**src/verilog/dsp_frame_pkg.sv**
```systemverilog
// shared stream-word tags, framer states and APB register offsets for the DSP framing path
`default_nettype none

package dsp_frame_pkg;

    // tag nibble in bits 35:32 of every 36-bit stream word
    typedef enum logic [3:0] {
        DATA   = 4'd0,
        HEADER = 4'd1,
        LAST   = 4'd2
    } word_tag_e;

    // on the packer output the tag nibble carries frame flags instead
    localparam int SOF_BIT = 32;
    localparam int EOF_BIT = 33;

    typedef enum logic [1:0] {
        WAIT_SOF  = 2'd0,
        WAIT_EOF  = 2'd1,
        WRITE_HDR = 2'd2,
        WRITE     = 2'd3
    } framer_state_e;

    // APB byte offsets
    typedef enum logic [7:0] {
        CTRL      = 8'h00,
        PKT_LEN   = 8'h04,
        FRAME_CNT = 8'h08
    } apb_reg_e;

endpackage

`default_nettype wire

```
**src/verilog/frame_apb_regs.sv**
```systemverilog
// APB slave with enable, soft clear and packet length control plus frame count readback
`timescale 1ns/1ps
`default_nettype none

module frame_apb_regs
    import dsp_frame_pkg::*;
#(
    parameter int BUF_ADDR_W = 9
) (
    input  wire                   clk,
    input  wire                   rst_n,
    input  wire                   psel,
    input  wire                   penable,
    input  wire                   pwrite,
    input  wire [7:0]             paddr,
    input  wire [31:0]            pwdata,
    input  wire [15:0]            frame_cnt,
    output logic [31:0]           prdata,
    output logic                  pready,
    output logic                  pslverr,
    output logic                  enable,
    output logic                  clr,
    output logic [BUF_ADDR_W-1:0] pkt_len
);

    // longest frame the buffer can hold
    localparam logic [31:0] MAX_LEN = (32'd1 << BUF_ADDR_W) - 32'd1;

    apb_reg_e reg_sel;
    logic     access;
    logic     wr_access;
    logic     addr_ok;
    logic     len_ok;

    assign reg_sel   = apb_reg_e'(paddr);
    assign access    = psel & penable;
    assign wr_access = access & pwrite;
    assign len_ok    = (pwdata != 32'd0) && (pwdata <= MAX_LEN);
    assign pready    = 1'b1;

    always_comb begin
        addr_ok = 1'b1;
        case (reg_sel)
            CTRL:      prdata = {31'd0, enable};
            PKT_LEN:   prdata = {{(32-BUF_ADDR_W){1'b0}}, pkt_len};
            FRAME_CNT: prdata = {16'd0, frame_cnt};
            default: begin
                prdata  = 32'd0;
                addr_ok = 1'b0;
            end
        endcase
    end

    // frame count is read only, bad lengths are refused
    assign pslverr = access & (~addr_ok
                               | (pwrite & (reg_sel == FRAME_CNT))
                               | (pwrite & (reg_sel == PKT_LEN) & ~len_ok));

    always_ff @(posedge clk or negedge rst_n) begin
        if (!rst_n) begin
            enable  <= 1'b0;
            clr     <= 1'b0;
            pkt_len <= '0;
        end else begin
            // clr is a single-cycle pulse
            clr <= 1'b0;
            if (wr_access && !pslverr) begin
                case (reg_sel)
                    CTRL: begin
                        enable <= pwdata[0];
                        clr    <= pwdata[1];
                    end
                    PKT_LEN: pkt_len <= pwdata[BUF_ADDR_W-1:0];
                    default: ;
                endcase
            end
        end
    end

endmodule

`default_nettype wire

```
**config.mk**
```make
export PLATFORM = sky130hd
export DESIGN_NAME = frame_apb_regs
export DESIGN_NICKNAME = d
export VERILOG_FILES = /design/src/verilog/dsp_frame_pkg.sv /design/src/verilog/frame_apb_regs.sv
export SDC_FILE = /design/constraint.sdc
export NUM_CORES = 1
export LEC_CHECK = 0
export ABC_AREA = 1
export BUFFER_PORTS_ARGS = -buffer_cell sky130_fd_sc_hd__buf_2
export CORE_MARGIN = 10
export CORE_UTILIZATION = 39
export DETAILED_ROUTE_END_ITERATION = 8
export GPL_TIMING_DRIVEN = 0
export PLACE_DENSITY = 0.86
export SETUP_SLACK_MARGIN = 0.05
export SYNTH_ARGS = -nofsm -noshare
export SYNTH_HDL_FRONTEND = slang
export SYNTH_SLANG_ARGS = --single-unit
```
**constraint.sdc**
```tcl
create_clock -name clk -period 1.5 [get_ports clk]
set_input_delay 0.15 -clock clk [delete_from_list [all_inputs] [get_ports clk]]
set_output_delay 0.15 -clock clk [all_outputs]
set_load 0.05 [all_outputs]
```
==> flow_summary.json <==
{
  "min_path_type": "in2reg",
  "ys_types": 25,
  "htreeDepth": 1,
  "rsz0062_at_grt": "yes",
  "synth_flop_cell": "dfrtp_1",
  "fin_setup_tns_ps": 0,
  "final_hold_viol_count": 0,
  "grt_pass1_wl_um": 6548,
  "finalSetupViolCount": 0,
  "cts-buffers-inserted": 3,
  "drtAntennaViolNets": 0,
  "fp.dieW_um": 72.80,
  "fin_crit_ps": 1461,
  "firstDrtPassIters": 6,
  "clock_latency_ps": 280,
  "ys_seq_elements": 11,
  "mostFrequentLayoutCell": "buf_2",
  "tritoncts": "built",
  "min_to": "pkt_len[3]",
  "slew_violations": 0,
  "core_um2": 2710,
  "die_y_um": 72.80,
  "crit_top_cell": "buf_8",
  "area_growth_pct": 79.86,
  "portBuffers": 88,
  "wl_um": 4550,
  "grt_pass1_vias": 1530,
  "grtUsageTotal_pct": 15.01,
  "leakage_nw": 1.212,
  "post-route-period-util_pct": 97.37,
  "yosys_warnings": 0,
  "r2r-start": "pkt_len[2]",
  "tightest_slew_ps": 691.1,
  "cap_violations": 0,
  "io_pins": 106,
  "syn_inst": 157,
  "cts-root-buf": "clkbuf_4",
  "antenna_found_initial": 1,
  "vias_per_cell": 4.744,
  "relSlewSlack_pct": 53.57,
  "slowest_delay_ps": 190,
  "synth-edff-count": 0,
  "required_ps": 1350,
  "worst-path-buf-inv": 6,
  "drt_iter0_drc": 66,
  "stdcell_count": 313,
  "status": "completed",
  "place_congestion": 0.8580,
  "powerDensity_nw_per_um2": 426.3,
  "post_synth.cell_area_avg_um2": 6.925,
  "place_hpwl_um": 3329,
  "vias": 1485,
  "r2r-end": "pkt_len[2]",
  "r2r_slack_ps": 830,
  "hold-path-cell-count": 3,
  "dieArea_um2": 5300,
  "end_kind": "output port",
  "crit_path_top_delay_cell": "buf_4",
  "crit_fanout": 10,
  "cts.sinks": 11,
  "grt_max_degree": 12,
  "clk_pin_slew_worst_paths_ps": 70,
  "fin_worst_skew_ps": 0,
  "layout.nets": 343,
  "route.detailed.drc": 0,
  "min_from": "pwdata[3]",
  "crit_family": "buffers and inverters",
  "grt_overflow": 0,
  "cp.arrival_ps": 1310,
  "worst_ir_drop_vdd_mv": 0.3973,
  "reg2reg_depth": 2,
  "layout_common_cells": "buf_2 (75), nand2_1 (30), nor2_1 (29), buf_4 (29), conb_1 (17)",
  "placed_cells": 291,
  "drive_gt1_share_pct": 55.87,
  "avgRoutedWirePerCell_um": 14.54,
  "worst_setup_path_start_kind": "primary input",
  "cts_buffer_depth": 2,
  "ys_seq_area_share_pct": 25.32,
  "crit_type": "in2out",
  "fmax_ghz": 0.6847,
  "path_cells": "buf_2 > nor2_4 > buf_6 > nand4_1 > buf_4 > clkinv_4 > buf_8 > nand2_1 > nand3_2 > buf_8",
  "async_reset_ff_share_pct": 100.0,
  "syn_area_um2": 1087,
  "rows": 19,
  "initial_core_util_pct": 40.12
}
cells by family (layout without fill, tap and decap cells):
group	Yosys count	after routing	share of synthesized area, %
DFF	11	11	25.32
AOI/OAI and AO/OA	10	10	8.861
buffers and inverters	44	152	22.44
and+or+nand+nor	90	91	42.69
other	2	18	0.6907
Yosys cell counts, types with 2 or more instances:
| library cell | n | share of area, % |
|---|---|---|
| a32o_1 | 8 | 7.4 |
| nand2_4 | 3 | 3.1 |
| buf_2 | 2 | 0.92 |
| nor2_4 | 2 | 2.1 |
| buf_4 | 17 | 12 |
| nand2_1 | 32 | 11 |
| dfrtp_1 | 11 | 25 |
| inv_1 | 15 | 5.2 |
| nor2_2 | 2 | 1.2 |
| nand4_1 | 13 | 7.5 |
| nor2_1 | 29 | 10 |
| nand3_1 | 3 | 1.4 |
| conb_1 | 2 | 0.69 |
| inv_2 | 7 | 2.4 |
metrics by stage:
step | hold slack [ps] | util (%) | setup slack, ps | cell area [µm²] | total power [mW]
finish | 123.7 | 72.16 | 39.41 | 1956 | 0.8337
global route | 141.8 | 72.16 | -12.62 | 1956 | 0.8554
CTS | 125.1 | 66.53 | -22.93 | 1803 | 0.7966
detailed placement | 24.28 | 60.30 | -192.8 | 1634 | 0.5891
global placement | 21.08 | 60.30 | -149.8 | 1634 | 0.5846
floorplan | -145.6 | - | 20.65 | 1155 | 0.4917
state kept, by name (all words and copies together), names as in the netlist:
register / cells
enable: 1
clr: 1
pkt_len: 9
power by group:
group	internal [mW]	total, mW	switching (mW)
clock network	0.104	0.217	0.114
registers	0.296	0.296	0.0000663
logic	0.126	0.320	0.194
worst min-delay path, stage by stage:
cell and delay, ps:
buf_2 100, nand4_1 80, nand2_1 50
routing by layer:
metal	vias up	GRT usage (%)	share of wire, %
li1	723	-	-
met1	657	14.07	34
met2	94	25.43	49
met3	11	8.980	14
met4	0	7.173	3.0
met5	-	0	0
worst max path at each step:
stage | slack (ps) | endpoint | from | depth (start not counted)
after floorplan | 20 | pslverr | paddr[1] | 10
after global placement | -150 | pslverr | paddr[1] | 12
after detailed placement | -190 | pslverr | paddr[1] | 12
after CTS | -20 | pslverr | paddr[6] | 10
after global routing | -10 | prdata[0] | paddr[1] | 10
final | 40 | prdata[0] | paddr[1] | 10
cell type report:
class / count / area, µm²
Multi-Input combinational cell: 118 / 678.2
Timing Repair Buffer: 105 / 688.2
Tap cell: 31 / 38.79
Fill cell: 210 / 754.5
Inverter: 23 / 91.34
Antenna cell: 1 / 2.502
Buffer: 20 / 155.1
Sequential cell: 11 / 275.3
Clock buffer: 4 / 26.28
what timing repair did:
action	CTS	global route
cloned	0	1
setup buffers	10	6
resized for setup	19	26
pin swaps	5	15
hold endpoints to repair	11	0
hold buffers	1	0
setup endpoints to repair	10	11
No activity file was read; power rests on OpenSTA's default activity.
