--- src/verilog/dsp_frame_pkg.sv ---
// shared stream-word tags, framer states and APB register offsets for the DSP framing path
`default_nettype none

package dsp_frame_pkg;

    // tag nibble in bits 35:32 of every 36-bit stream word
    typedef enum logic [3:0] {
        DATA   = 4'd0,
        HEADER = 4'd1,
        LAST   = 4'd2
    } word_tag_e;

    // on the packer output the tag nibble carries frame flags instead
    localparam int SOF_BIT = 32;
    localparam int EOF_BIT = 33;

    typedef enum logic [1:0] {
        WAIT_SOF  = 2'd0,
        WAIT_EOF  = 2'd1,
        WRITE_HDR = 2'd2,
        WRITE     = 2'd3
    } framer_state_e;

    // APB byte offsets
    typedef enum logic [7:0] {
        CTRL      = 8'h00,
        PKT_LEN   = 8'h04,
        FRAME_CNT = 8'h08
    } apb_reg_e;

endpackage

`default_nettype wire

--- src/verilog/frame_tagger.sv ---
// output stage that stamps the sequence number into each header and counts delivered frames
`timescale 1ns/1ps
`default_nettype none

module frame_tagger
    import dsp_frame_pkg::*;
(
    input  wire         clk,
    input  wire         rst_n,
    input  wire         clr,
    input  wire  [35:0] tag_in_data,
    input  wire         tag_in_valid,
    input  wire         tag_out_ready,
    output logic        tag_in_ready,
    output logic [35:0] tag_out_data,
    output logic        tag_out_valid,
    output logic [15:0] frame_cnt
);

    logic [15:0] seq;
    logic        in_fire;
    logic        out_fire;
    logic        is_hdr;

    assign in_fire  = tag_in_valid & tag_in_ready;
    assign out_fire = tag_out_valid & tag_out_ready;
    assign is_hdr   = (tag_in_data[35:32] == HEADER);

    // one-deep stage, can refill in the cycle it drains
    assign tag_in_ready = ~tag_out_valid | tag_out_ready;

    always_ff @(posedge clk or negedge rst_n) begin
        if (!rst_n) begin
            tag_out_valid <= 1'b0;
            seq           <= '0;
            frame_cnt     <= '0;
        end else if (clr) begin
            tag_out_valid <= 1'b0;
            seq           <= '0;
            frame_cnt     <= '0;
        end else begin
            if (in_fire)
                tag_out_valid <= 1'b1;
            else if (out_fire)
                tag_out_valid <= 1'b0;
            if (in_fire && is_hdr)
                seq <= seq + 16'd1;
            // a frame counts once its last word has left
            if (out_fire && tag_out_data[35:32] == LAST)
                frame_cnt <= frame_cnt + 16'd1;
        end
    end

    always_ff @(posedge clk) begin
        if (in_fire)
            tag_out_data <= is_hdr ? {tag_in_data[35:32], seq, tag_in_data[15:0]} : tag_in_data;
    end

endmodule

`default_nettype wire

--- config.mk ---
export PLATFORM = sky130hd
export DESIGN_NAME = frame_tagger
export DESIGN_NICKNAME = d
export VERILOG_FILES = /design/src/verilog/dsp_frame_pkg.sv /design/src/verilog/frame_tagger.sv
export SDC_FILE = /design/constraint.sdc
export NUM_CORES = 1
export LEC_CHECK = 0
export BUFFER_PORTS_ARGS = -buffer_cell sky130_fd_sc_hd__buf_2
export CORE_ASPECT_RATIO = 1.75
export CORE_MARGIN = 1.5
export CORE_UTILIZATION = 50
export CTS_BUF_LIST = sky130_fd_sc_hd__clkbuf_4
export CTS_CLUSTER_SIZE = 40
export DETAILED_ROUTE_END_ITERATION = 7
export GPL_TIMING_DRIVEN = 0
export HOLD_SLACK_MARGIN = 0.12
export PLACE_DENSITY = 0.8
export SLEW_MARGIN = 5
export SYNTH_ARGS = -nofsm -noshare
export SYNTH_HDL_FRONTEND = slang
export SYNTH_SLANG_ARGS = --single-unit
--- constraint.sdc ---
create_clock -name clk -period 2.2 [get_ports clk]
set_input_delay 0.44 -clock clk [delete_from_list [all_inputs] [get_ports clk]]
set_output_delay 0.44 -clock clk [all_outputs]
set_load 0.02 [all_outputs]
==> flow_summary.toml <==
[sta]
hold-worst-slack_ns = 0.185
worst_slew_pin_slew_ns = 0.833
hold_viol = 0
layout_min_cycle_time_ns = 1.86
rsz0062_at_grt = "false"
slew-limit-headroom_pct = 44.5
max_freq_mhz = 539
fin_ws_ns = 0.344
final-setup-viol-count = 0
tns_ns = 0
fin_crit_sh_pct = 84.4
final_max_slew_viol_count = 0
timing.clock.skew_ns = 0.0117

[grt]
antenna_violations_before_repair = 0
total_overflow_reported_by_the_global_router = 0
grt_start_max_net_pins = 37
first_global_vias = 2333
grt_pass1_wl_mm = 10.5
grtUsageTotal_pct = 21.9

[pwr]
combinationalPowerShare_pct = 8.2
intPower_w = 0.00195
power.static_leakage_nw = 1.58
switching_share_pct = 24.5
netSwitchingPower_w = 0.000633
cellPowerDensity_nw_per_um2 = 688
power_frac_seq_pct = 55.2
clkPwrFrac_pct = 36.6
vdd_drop_max_v = 0.000380

[setup_path]
worstSetupPathType = "reg -> reg"
startpoint = "seq[5]"
cp_max_fo = 10
data_required_time_at_the_worst_endpoint_ns = 2.55
critPathLaunchType = "register"
critical_path.max_stage_delay_ns = 0.59
reg_to_reg_startpoint = "seq[5]"
timing.critical_path.slowest_stage_cell = "sky130_fd_sc_hd__or4_1"
timing.critical_path.arrival_ns = 2.20
critPathCaptureType = "register"
timing.critical_path.cells = "and4_1 -> nand3_1 -> or4_1 -> a21oi_1"

[clock_network]
path_clk_slew_ns = 0.12
cts_max_path_buffers = 2
post_cts.repair.setup_buffers = 0
cts.sinks = 69
number_of_h_tree_levels = 3
cts_buffers = 9
cts_tree = "built"
cts.root.buffer_cell = "sky130_fd_sc_hd__clkbuf_4"
cts-resized-gates = 0
worstSkewPairLatency_ns = 0.42
holdBufCountCts = 1

[worst_hold_path]
worst_hold_path_type = "in -> reg"
beginning_of_the_worst_hold_path = "tag_in_data[11]"

[floorplan]
die_w_um = 61.8
die_y_um = 106
dieArea_sq_um = 6540
row_count = 37
floorplan.initialDensity_pct = 51.4
io_pins = 95
core_region_area_sq_um = 5880

[placement]
dpl.hpwl_mm = 4.80
numPortBuffers = 93
placement.setup.worst_slack_ns = 0.0655
final_gp_congestion = 0.822

[yosys]
yosys_warn_count = 0
synth_sequential_area_ratio_pct = 63.1
avgSynthCellArea_sq_um = 12.9
synth_largest_type_area_fraction_pct = 35.8
synth.cell_area_sq_um = 3020
area_leader_netlist = "sky130_fd_sc_hd__edfxtp_1"
async_reset_ff_share_pct = 47.8
syn-num-nets = 277
synth_cell_types = 35
synth-edff-count = 36
synth-main-ff-cell = "sky130_fd_sc_hd__edfxtp_1"
cell_count_after_synthesis = 234
postSynthRegisterBits = 69
synth.top_cells.by_area = "sky130_fd_sc_hd__edfxtp_1 (36%), sky130_fd_sc_hd__dfrtp_1 (27%), sky130_fd_sc_hd__mux2_2 (6.0%), sky130_fd_sc_hd__a21oi_1 (3.5%), sky130_fd_sc_hd__or3_1 (3.1%)"

[cells_and_area]
num-nets-final = 382
layout_commonest_cell = "sky130_fd_sc_hd__buf_2"
num_antenna_cells = 0
most-common-layout-cells = "sky130_fd_sc_hd__buf_2 (95), sky130_fd_sc_hd__edfxtp_1 (36), sky130_fd_sc_hd__dfrtp_1 (33)"
drive_gt1_share_pct = 40.1
area_growth_syn_to_layout_pct = 24.5

[status]
status = "finished clean"

[route]
routed_vias = 2325
firstDrtPassIters = 4
drc_errors = 0
wl_per_cell_um = 15.8
ant_nets = 0
post_drt_via_cell_ratio = 5.51
drt_first_iter_violations = 112
sum_of_routed_wire_length_over_all_layers_mm = 6.67

[job]
cap_viol_max_count = 0
[cells by family after synthesis]
logic type                 count (synthesis)  synth area share [%]
muxes                                     17                  6.29
DFF                                       69                  63.1
AOI/OAI and AO/OA                         40                  6.96
xor gates and xnor gates                  11                  3.19
and+or+nand+nor                           83                  17.8
adders and majority gates                  2                 0.828
buffers and inverters                     12                  1.86
[path summary, 6_finish.rpt]
check                                        end  slack (ns)  cells after the start
worst max-delay path                     seq[11]        0.34                      4
worst min-delay path            tag_out_data[11]        0.19                      1
worst max register to register           seq[11]        0.34                      4
worst min register to register     frame_cnt[15]        0.57                      2
max in group asynchronous                 seq[2]        1.08                      2
min in group asynchronous                 seq[0]        0.62                      2
[cell type report]
cell class | count | area (sq um)
tap | 78 | 97.6
timing repair buffer | 94 | 475
clock buffer | 9 | 67.6
clock inverter | 7 | 97.6
sequential | 69 | 1910
multi-input combinational | 153 | 1060
inverter | 4 | 15.0
buffer | 8 | 41.3
fill | 496 | 2120
[synthesized netlist by cell type, drive strengths merged (2+ instances only)]
cell / number
nor4: 3
or3: 15
nand4: 9
xnor2: 6
dfrtp: 33
buf: 3
clkbuf: 5
mux2: 16
ha: 2
nor2: 13
edfxtp: 36
inv: 4
nand3: 14
xor2: 5
a21oi: 21
o21ai: 15
and3: 2
o31ai: 4
nand2: 9
and4: 5
or4: 6
[layer usage]
| layer | part of all wire (%) | track usage [%] | routed length, um | up-vias |
|---|---|---|---|---|
| met5 | 0 | 0 | 0 | - |
| met4 | 2.3 | 9.27 | 151 | 0 |
| met3 | 3.1 | 4.54 | 210 | 13 |
| met2 | 58 | 39.2 | 3890 | 55 |
| met1 | 36 | 23.4 | 2420 | 1148 |
| li1 | - | - | - | 1109 |
[worst max-delay path: cells and delay by family (launching register included)]
family	cells	cell delay, ns
AOI/OAI and AO/OA	1	0.16
and+or+nand+nor	3	1.15
DFF	1	0.47
[power groups by stage]
stage / clock [W] / combinational, W / sequential [W]
after floorplan: 0 / 0.0000551 / 0.00151
final: 0.000947 / 0.000213 / 0.00143
after CTS: 0.000955 / 0.000218 / 0.00143
after global placement: 0 / 0.000211 / 0.00145
after global routing: 0.00102 / 0.000231 / 0.00143
after detailed placement: 0 / 0.000216 / 0.00145
[state kept, by name, summed over array words and instances (netlist names)]
| name | count |
|---|---|
| tag_out_data | 36 |
| frame_cnt | 16 |
| seq | 16 |
| tag_out_valid | 1 |
[stage by stage]
stage	util, %	cell area (sq um)	power (W)	std cells
6_report	64.0	3760	0.00259	422
5_1_grt	64.0	3760	0.00268	422
4_1_cts	64.0	3760	0.00260	422
3_5_place_dp	61.0	3590	0.00167	405
3_3_place_gp	61.0	3580	0.00166	405
2_1_floorplan	-	3020	0.00157	234
Note: power is estimated with default switching activity, not from simulation.
