`src/verilog/dsp_frame_pkg.sv`:
```
// shared stream-word tags, framer states and APB register offsets for the DSP framing path
`default_nettype none

package dsp_frame_pkg;

    // tag nibble in bits 35:32 of every 36-bit stream word
    typedef enum logic [3:0] {
        DATA   = 4'd0,
        HEADER = 4'd1,
        LAST   = 4'd2
    } word_tag_e;

    // on the packer output the tag nibble carries frame flags instead
    localparam int SOF_BIT = 32;
    localparam int EOF_BIT = 33;

    typedef enum logic [1:0] {
        WAIT_SOF  = 2'd0,
        WAIT_EOF  = 2'd1,
        WRITE_HDR = 2'd2,
        WRITE     = 2'd3
    } framer_state_e;

    // APB byte offsets
    typedef enum logic [7:0] {
        CTRL      = 8'h00,
        PKT_LEN   = 8'h04,
        FRAME_CNT = 8'h08
    } apb_reg_e;

endpackage

`default_nettype wire

```
`src/verilog/sample_packer.sv`:
```
// marks start and end of frame on the 32-bit sample stream using the programmed packet length
`timescale 1ns/1ps
`default_nettype none

module sample_packer
    import dsp_frame_pkg::*;
#(
    parameter int BUF_ADDR_W = 9
) (
    input  wire                  clk,
    input  wire                  rst_n,
    input  wire                  clr,
    input  wire                  enable,
    input  wire [BUF_ADDR_W-1:0] pkt_len,
    input  wire [31:0]           sample_data,
    input  wire                  sample_valid,
    input  wire                  pack_ready,
    output logic                 sample_ready,
    output logic [35:0]          pack_data,
    output logic                 pack_valid
);

    logic [BUF_ADDR_W-1:0] word_cnt;
    logic [BUF_ADDR_W-1:0] cnt_next;
    logic [BUF_ADDR_W-1:0] len_q;
    logic [BUF_ADDR_W-1:0] len_eff;
    logic                  sof;
    logic                  eof;

    assign sample_ready = enable & pack_ready;
    assign pack_valid   = enable & sample_valid;

    // length is sampled on the first word, so changes land on a packet boundary
    assign sof      = (word_cnt == '0);
    assign len_eff  = sof ? pkt_len : len_q;
    assign cnt_next = word_cnt + 1'b1;
    // all-ones cap keeps an unprogrammed length from overrunning the buffer
    assign eof      = (cnt_next == len_eff) | (&cnt_next);

    always_comb begin
        pack_data          = {4'd0, sample_data};
        pack_data[SOF_BIT] = sof;
        pack_data[EOF_BIT] = eof;
    end

    always_ff @(posedge clk or negedge rst_n) begin
        if (!rst_n) begin
            word_cnt <= '0;
            len_q    <= '0;
        end else if (clr) begin
            word_cnt <= '0;
        end else if (pack_valid && sample_ready) begin
            word_cnt <= eof ? '0 : cnt_next;
            if (sof)
                len_q <= pkt_len;
        end
    end

endmodule

`default_nettype wire

```
`config.mk`:
```
export PLATFORM = sky130hd
export DESIGN_NAME = sample_packer
export DESIGN_NICKNAME = d
export VERILOG_FILES = /design/src/verilog/dsp_frame_pkg.sv /design/src/verilog/sample_packer.sv
export SDC_FILE = /design/constraint.sdc
export NUM_CORES = 1
export LEC_CHECK = 0
export BUFFER_PORTS_ARGS = -buffer_cell sky130_fd_sc_hd__buf_2
export CORE_UTILIZATION = 45
export DETAILED_ROUTE_END_ITERATION = 12
export PLACE_DENSITY_LB_ADDON = 0.05
export SYNTH_ARGS = -nofsm -noshare
export SYNTH_HDL_FRONTEND = slang
export SYNTH_SLANG_ARGS = --single-unit
```
`constraint.sdc`:
```
create_clock -name clk -period 8.71 [get_ports clk]
set_input_delay 2.1775 -clock clk [delete_from_list [all_inputs] [get_ports clk]]
set_output_delay 2.1775 -clock clk [all_outputs]
set_load 0.05 [all_outputs]
```
==> flow_metrics.tcl, run 1 <==
set metrics [dict create \
    clkLatencyLatePin_ps 290 \
    start_util_pct 47.9 \
    min_period_over_period_pct 65.8 \
    final.setup.worst_slack_ps 2980 \
    drt_first_iter_violations 23 \
    gp_congestion 0.757 \
    clk_path_buf_depth 2 \
    drc 0 \
    period_needed_ps 5730 \
    finalSetupTns_ps 0 \
    worstPathArrival_ps 3550 \
    holdBufCountCts 0 \
    post_cts_resized 0 \
    p_clk_share_pct 23.2 \
    hold_viol 0 \
    first_pass_iters 4 \
    critPathMaxFanout 7 \
    hold_class "reg -> reg" \
    viasPerCell 5.39 \
    outcome "finished clean" \
    cts_setup_buffers 0 \
    utilization_pct 43.9 \
    path_clk_slew_ps 100 \
    syn_to_final_growth_pct -8.26 \
    slew_viol_final 0 \
    ys_seq_area_share_pct 30.3 \
    n_fill_cell 334 \
    grt_setup_unrepaired "no" \
    ant_nets 0 \
    synth_area_mm2 0.00149 \
    grt_pass1_vias 927 \
    drive_above_1_share_pct 28.8 \
    nets 184 \
    ir_worst_vdd_uv 56.9 \
    syn_avg_cell_area_um2 9.97 \
    regArea_um2 450 \
    whs_ps 516 \
    r2r-start "word_cnt[0]" \
    p_leak_nw 0.562 \
    fp.dieArea_mm2 0.00353 \
    postSynthCellCount 149 \
    hpwlAfterDp_um 2110 \
    cts-root-buf "clkbuf_4" \
    antenna_cells 0 \
    max_freq_mhz 175 \
    grt-ovfl-total 0 \
    postPlaceCellArea_mm2 0.00134 \
    grt_max_degree 19 \
    path_cells "buf_2 > mux2i_1 > xnor2_1 > nor4_4 > nand4_4 > and2_4 > inv_2 > buf_2" \
    synth-seq-cells 18 \
    final_cell_mix "18 x buf_2, 18 x dfrtp_1, 12 x xnor2_1" \
    pre_cts_ws_ps 2970 \
    multi_input_area_um2 718 \
    setup_viol 0 \
    critical_path_buf_inv_count 3 \
    io_pins 85 \
    antenna_found_initial 0 \
    drv_cap 0 \
    slowest_delay_ps 330 \
    core_area_mm2 0.00310 \
    synth.distinct_cells 33 \
    cts_inserted_buffers 3 \
    io_buffer_count 18 \
    yosys.area.top_type "dfrtp_1" \
    skew_ps 2.72 \
    wirelength_um 2720 \
    p_switching_mw 0.0516 \
    fp.dieW_um 59.5 \
    cp-end-kind "output pin" \
    max_slew_margin_pct 49.6 \
    crit_top_cell "buf_2" \
    finalInstanceArea_mm2 0.00136 \
    critPathSlowestCell "nor4_4" \
    grt.total_usage_pct 16.9 \
    critPathLaunch "pkt_len[4]" \
    synthTopCellsByArea "dfrtp_1 30%, buf_4 19%, xnor2_1 7.1%, mux2_2 6.8%, mux2i_1 6.7%" \
    rows 20 \
    seq_power_share_pct 55.1 \
    tritoncts "yes" \
    critical_path_required_ps 6530 \
    wl_per_cell_um 15.4 \
    internal_power_mw 0.129 \
    switching_share_pct 28.5 \
    hp-start "len_q[1]" \
    pwr-share-comb_pct 21.7 \
    power_density_mw_per_mm2 133 \
    critical_path_class "in -> out" \
    worst_slew_pin_slew_ps 756 \
    die_h_um 59.5 \
    num_vias 948 \
    htreeDepth 1 \
    grt_pass1_wl_um 4420 \
    crit_family "simple AND/OR/NAND/NOR gates" \
    start_kind "input port" \
    cts_sinks 18 \
    synth_top_area_share_pct 30.3 \
    yosys_warnings 0 \
]
-- registers in the layout, indices dropped and copies added (netlist names) --
name / flops
word_cnt: 9
len_q: 9
-- synth_stat cells --
cell type and count:
o211ai_1 1, o21a_1 1, dfrtp_1 18, nor4_4 2, mux2_2 9, and2_1 2, a32o_1 3, a21oi_1 1
nand4_1 3, buf_4 37, ha_1 3, and2_4 1, nand4_4 1, xor2_1 3, o21ai_1 1, conb_1 1
o21ai_0 4, inv_2 1, buf_2 1, nor3_1 3, xnor2_1 12, and3_1 1, nor4b_4 1, or4_1 1
inv_1 6, nand3_1 5, nand2_1 7, nand2_4 1, nand3_2 1, nor2_1 5, mux2i_1 10, buf_6 1
a41oi_1 2
-- worst reg2reg max path: stages, from the launching register on --
cell and delay [ps]:
dfrtp_1 450, ha_1 280, nand3_2 160, nor2_1 170
xor2_1 360, nand3_1 100, or4_1 550, and2_4 240
a32o_1 240
-- path summary, 6_finish.rpt --
path	to	slack (ps)	cells after the start
max	pack_data[33]	2980	8
min	len_q[1]	520	1
max reg2reg	word_cnt[1]	6060	8
min reg2reg	len_q[1]	520	1
max in group asynchronous	len_q[0]	6610	1
min in group asynchronous	word_cnt[0]	1800	1
-- per-layer routing --
layer	routed length (µm)	global-route usage [%]	share of wire, %
met5	0	0	0
met4	102	10.5	3.8
met3	175	1.97	6.4
met2	1250	26.3	46
met1	1190	22.0	44
-- stage by stage --
| stage | cells | power [mW] |
|---|---|---|
| after floorplan | 150 | 0.171 |
| after global placement | 173 | 0.140 |
| after detailed placement | 173 | 0.142 |
| after CTS | 176 | 0.184 |
| after global routing | 176 | 0.192 |
| final | 176 | 0.181 |
-- final cells by class --
cell class / count / share of cell area [%]
Clock buffer: 3 / 1.65
Inverter: 7 / 1.93
Multi-Input combinational cell: 86 / 52.7
Sequential cell: 18 / 33.1
Tap cell: 44 / 4.04
Timing Repair Buffer: 18 / 6.61
-- kinds of logic after synthesis --
logic type               after synthesis  share of synthesized area, %
AO/OA/AOI/OAI                         13                          6.23
XOR/XNOR                              15                          8.85
adder cells (fa/ha/maj)                3                          2.53
buffers and inverters                 46                          21.6
flip-flops                            18                          30.3
multiplexers                          19                          13.6
other                                  1                         0.252
AND/OR/NAND/NOR                       34                          16.7
-- power by group through the flow --
stage          logic (mW)  clock network (mW)  registers, mW
5_1_grt            0.0436              0.0478          0.101
2_1_floorplan      0.0711                   0         0.0999
3_5_place_dp       0.0401                   0          0.101
6_report           0.0393              0.0419         0.0996
3_3_place_gp       0.0390                   0          0.101
4_1_cts            0.0402              0.0444         0.0997
Power figures use the tool's default switching activity.
==> run 2, diff against run 1 <==
- CORE_UTILIZATION: 45 -> 40
- clock period: 8.71 -> 5.08 ns (I/O delays scaled with it)
==> run 2 against run 1 <==
Total power is 88% higher. Combinational power is 71% higher. Largest cell class unchanged. Final area is 1.6% higher. Sequential power is 72% higher. Setup slack worse by 2000 ps. Largest power group unchanged. First-iteration DRC count is 48% lower. Wire length is 0.59% lower. Flip-flop and latch count stayed put. Global-route usage is 2.0 points lower.
==> flow_metrics.tcl, run 2 (synthesis gave the netlist of run 1 again) <==
set metrics [dict create \
    outcome "finished clean" \
    start_kind "flop" \
    hold_viol 0 \
    syn_to_final_growth_pct -6.82 \
    grt_pass1_vias 925 \
    holdBufCountCts 0 \
    finalSetupTns_ps 0 \
    whs_ps 508 \
    critical_path_required_ps 3810 \
    antenna_cells 0 \
    wl_per_cell_um 15.2 \
    drive_above_1_share_pct 28.8 \
    rows 21 \
    viasPerCell 5.13 \
    io_pins 85 \
    die_h_um 62.9 \
    grt_setup_unrepaired "no" \
    final.setup.worst_slack_ps 1000 \
    drv_cap 0 \
    ant_nets 0 \
    htreeDepth 1 \
    first_pass_iters 4 \
    critPathMaxFanout 6 \
    tritoncts "yes" \
    antenna_found_initial 0 \
    post_cts_resized 0 \
    p_leak_nw 0.570 \
    final_cell_mix "18 x buf_2, 18 x dfrtp_1, 12 x xnor2_1" \
    finalPower_mw 0.340 \
    pre_cts_ws_ps 1120 \
    min_period_over_period_pct 80.2 \
    path_clk_slew_ps 70 \
    fp.dieArea_mm2 0.00396 \
    hold_class "reg -> reg" \
    cts_setup_buffers 0 \
    reg_top3 "len_q (9), word_cnt (9)" \
    drc 0 \
    nets 184 \
    cts-root-buf "clkbuf_8" \
    slew_viol_final 0 \
    worst_slew_pin_slew_ps 729 \
    setup_viol 0 \
    n_fill_cell 362 \
    io_buffer_count 18 \
    max_freq_mhz 245 \
    skew_ps 1.43 \
    multi_input_area_um2 718 \
    grt.total_usage_pct 14.9 \
    power_density_mw_per_mm2 246 \
    fp.dieW_um 62.9 \
    cp-end-kind "output pin" \
    clk_path_buf_depth 2 \
    clkLatencyLatePin_ps 250 \
    wirelength_um 2700 \
    core_area_mm2 0.00344 \
    max_slew_margin_pct 51.4 \
    start_util_pct 43.1 \
    grt-ovfl-total 0 \
    gp_congestion 0.770 \
    period_needed_ps 4080 \
    hpwlAfterDp_um 2140 \
    cts_inserted_buffers 3 \
    grt_pass1_wl_um 4660 \
    cts_sinks 18 \
    worstPathArrival_ps 2810 \
    grt_max_degree 19 \
    ir_worst_vdd_uv 96.6 \
    drt_first_iter_violations 12 \
    critical_path_class "reg -> out" \
    num_vias 913 \
    regArea_um2 450 \
]
run 2: final cells by class:
type                            count  share of cell area [%]
Clock buffer                        3                    2.98
Inverter                            7                    1.90
Multi-Input combinational cell     86                    51.9
Sequential cell                    18                    32.5
Tap cell                           46                    4.16
Timing Repair Buffer               18                    6.51
run 2: worst max-delay path, cell delays in order, from the launching register on:
cell and delay [ps]:
dfrtp_1 440, ha_1 280, nand3_2 160, nor2_1 160
xor2_1 340, nand3_1 100, or4_1 540, and2_4 240
inv_2 40, buf_2 240
run 2: path summary, 6_finish.rpt:
check                             from       endpoint  slack [ps]  depth (start not counted)
max reg2reg                word_cnt[1]    word_cnt[1]        2450                          8
min reg2reg                   len_q[1]       len_q[1]         510                          1
min in group asynchronous        rst_n    word_cnt[2]         940                          1
min                           len_q[1]       len_q[1]         510                          1
max                        word_cnt[1]  pack_data[33]        1000                          9
max in group asynchronous        rst_n       len_q[5]        3840                          1
run 2: report_power, final:
part | leakage (nW) | switching, mW | total [mW] | internal [mW]
logic | 0.315 | 0.0351 | 0.0673 | 0.0322
registers | 0.234 | 0.00907 | 0.171 | 0.162
clock network | 0.0216 | 0.0489 | 0.102 | 0.0528
run 2: metal layers:
layer | vias up | global-route usage, % | wire [µm]
li1 | 438 | - | -
met1 | 417 | 18.6 | 1200
met2 | 30 | 23.0 | 1210
met3 | 28 | 2.74 | 168
met4 | 0 | 10.2 | 126
met5 | - | 0 | 0
run 2: metrics by stage:
step           instances  utilization (%)  area [µm²]
2_1_floorplan        150                -        1490
3_3_place_gp         175             39.0        1340
5_1_grt              178             40.2        1380
3_5_place_dp         175             39.0        1340
4_1_cts              178             40.2        1380
6_report             178             40.2        1380
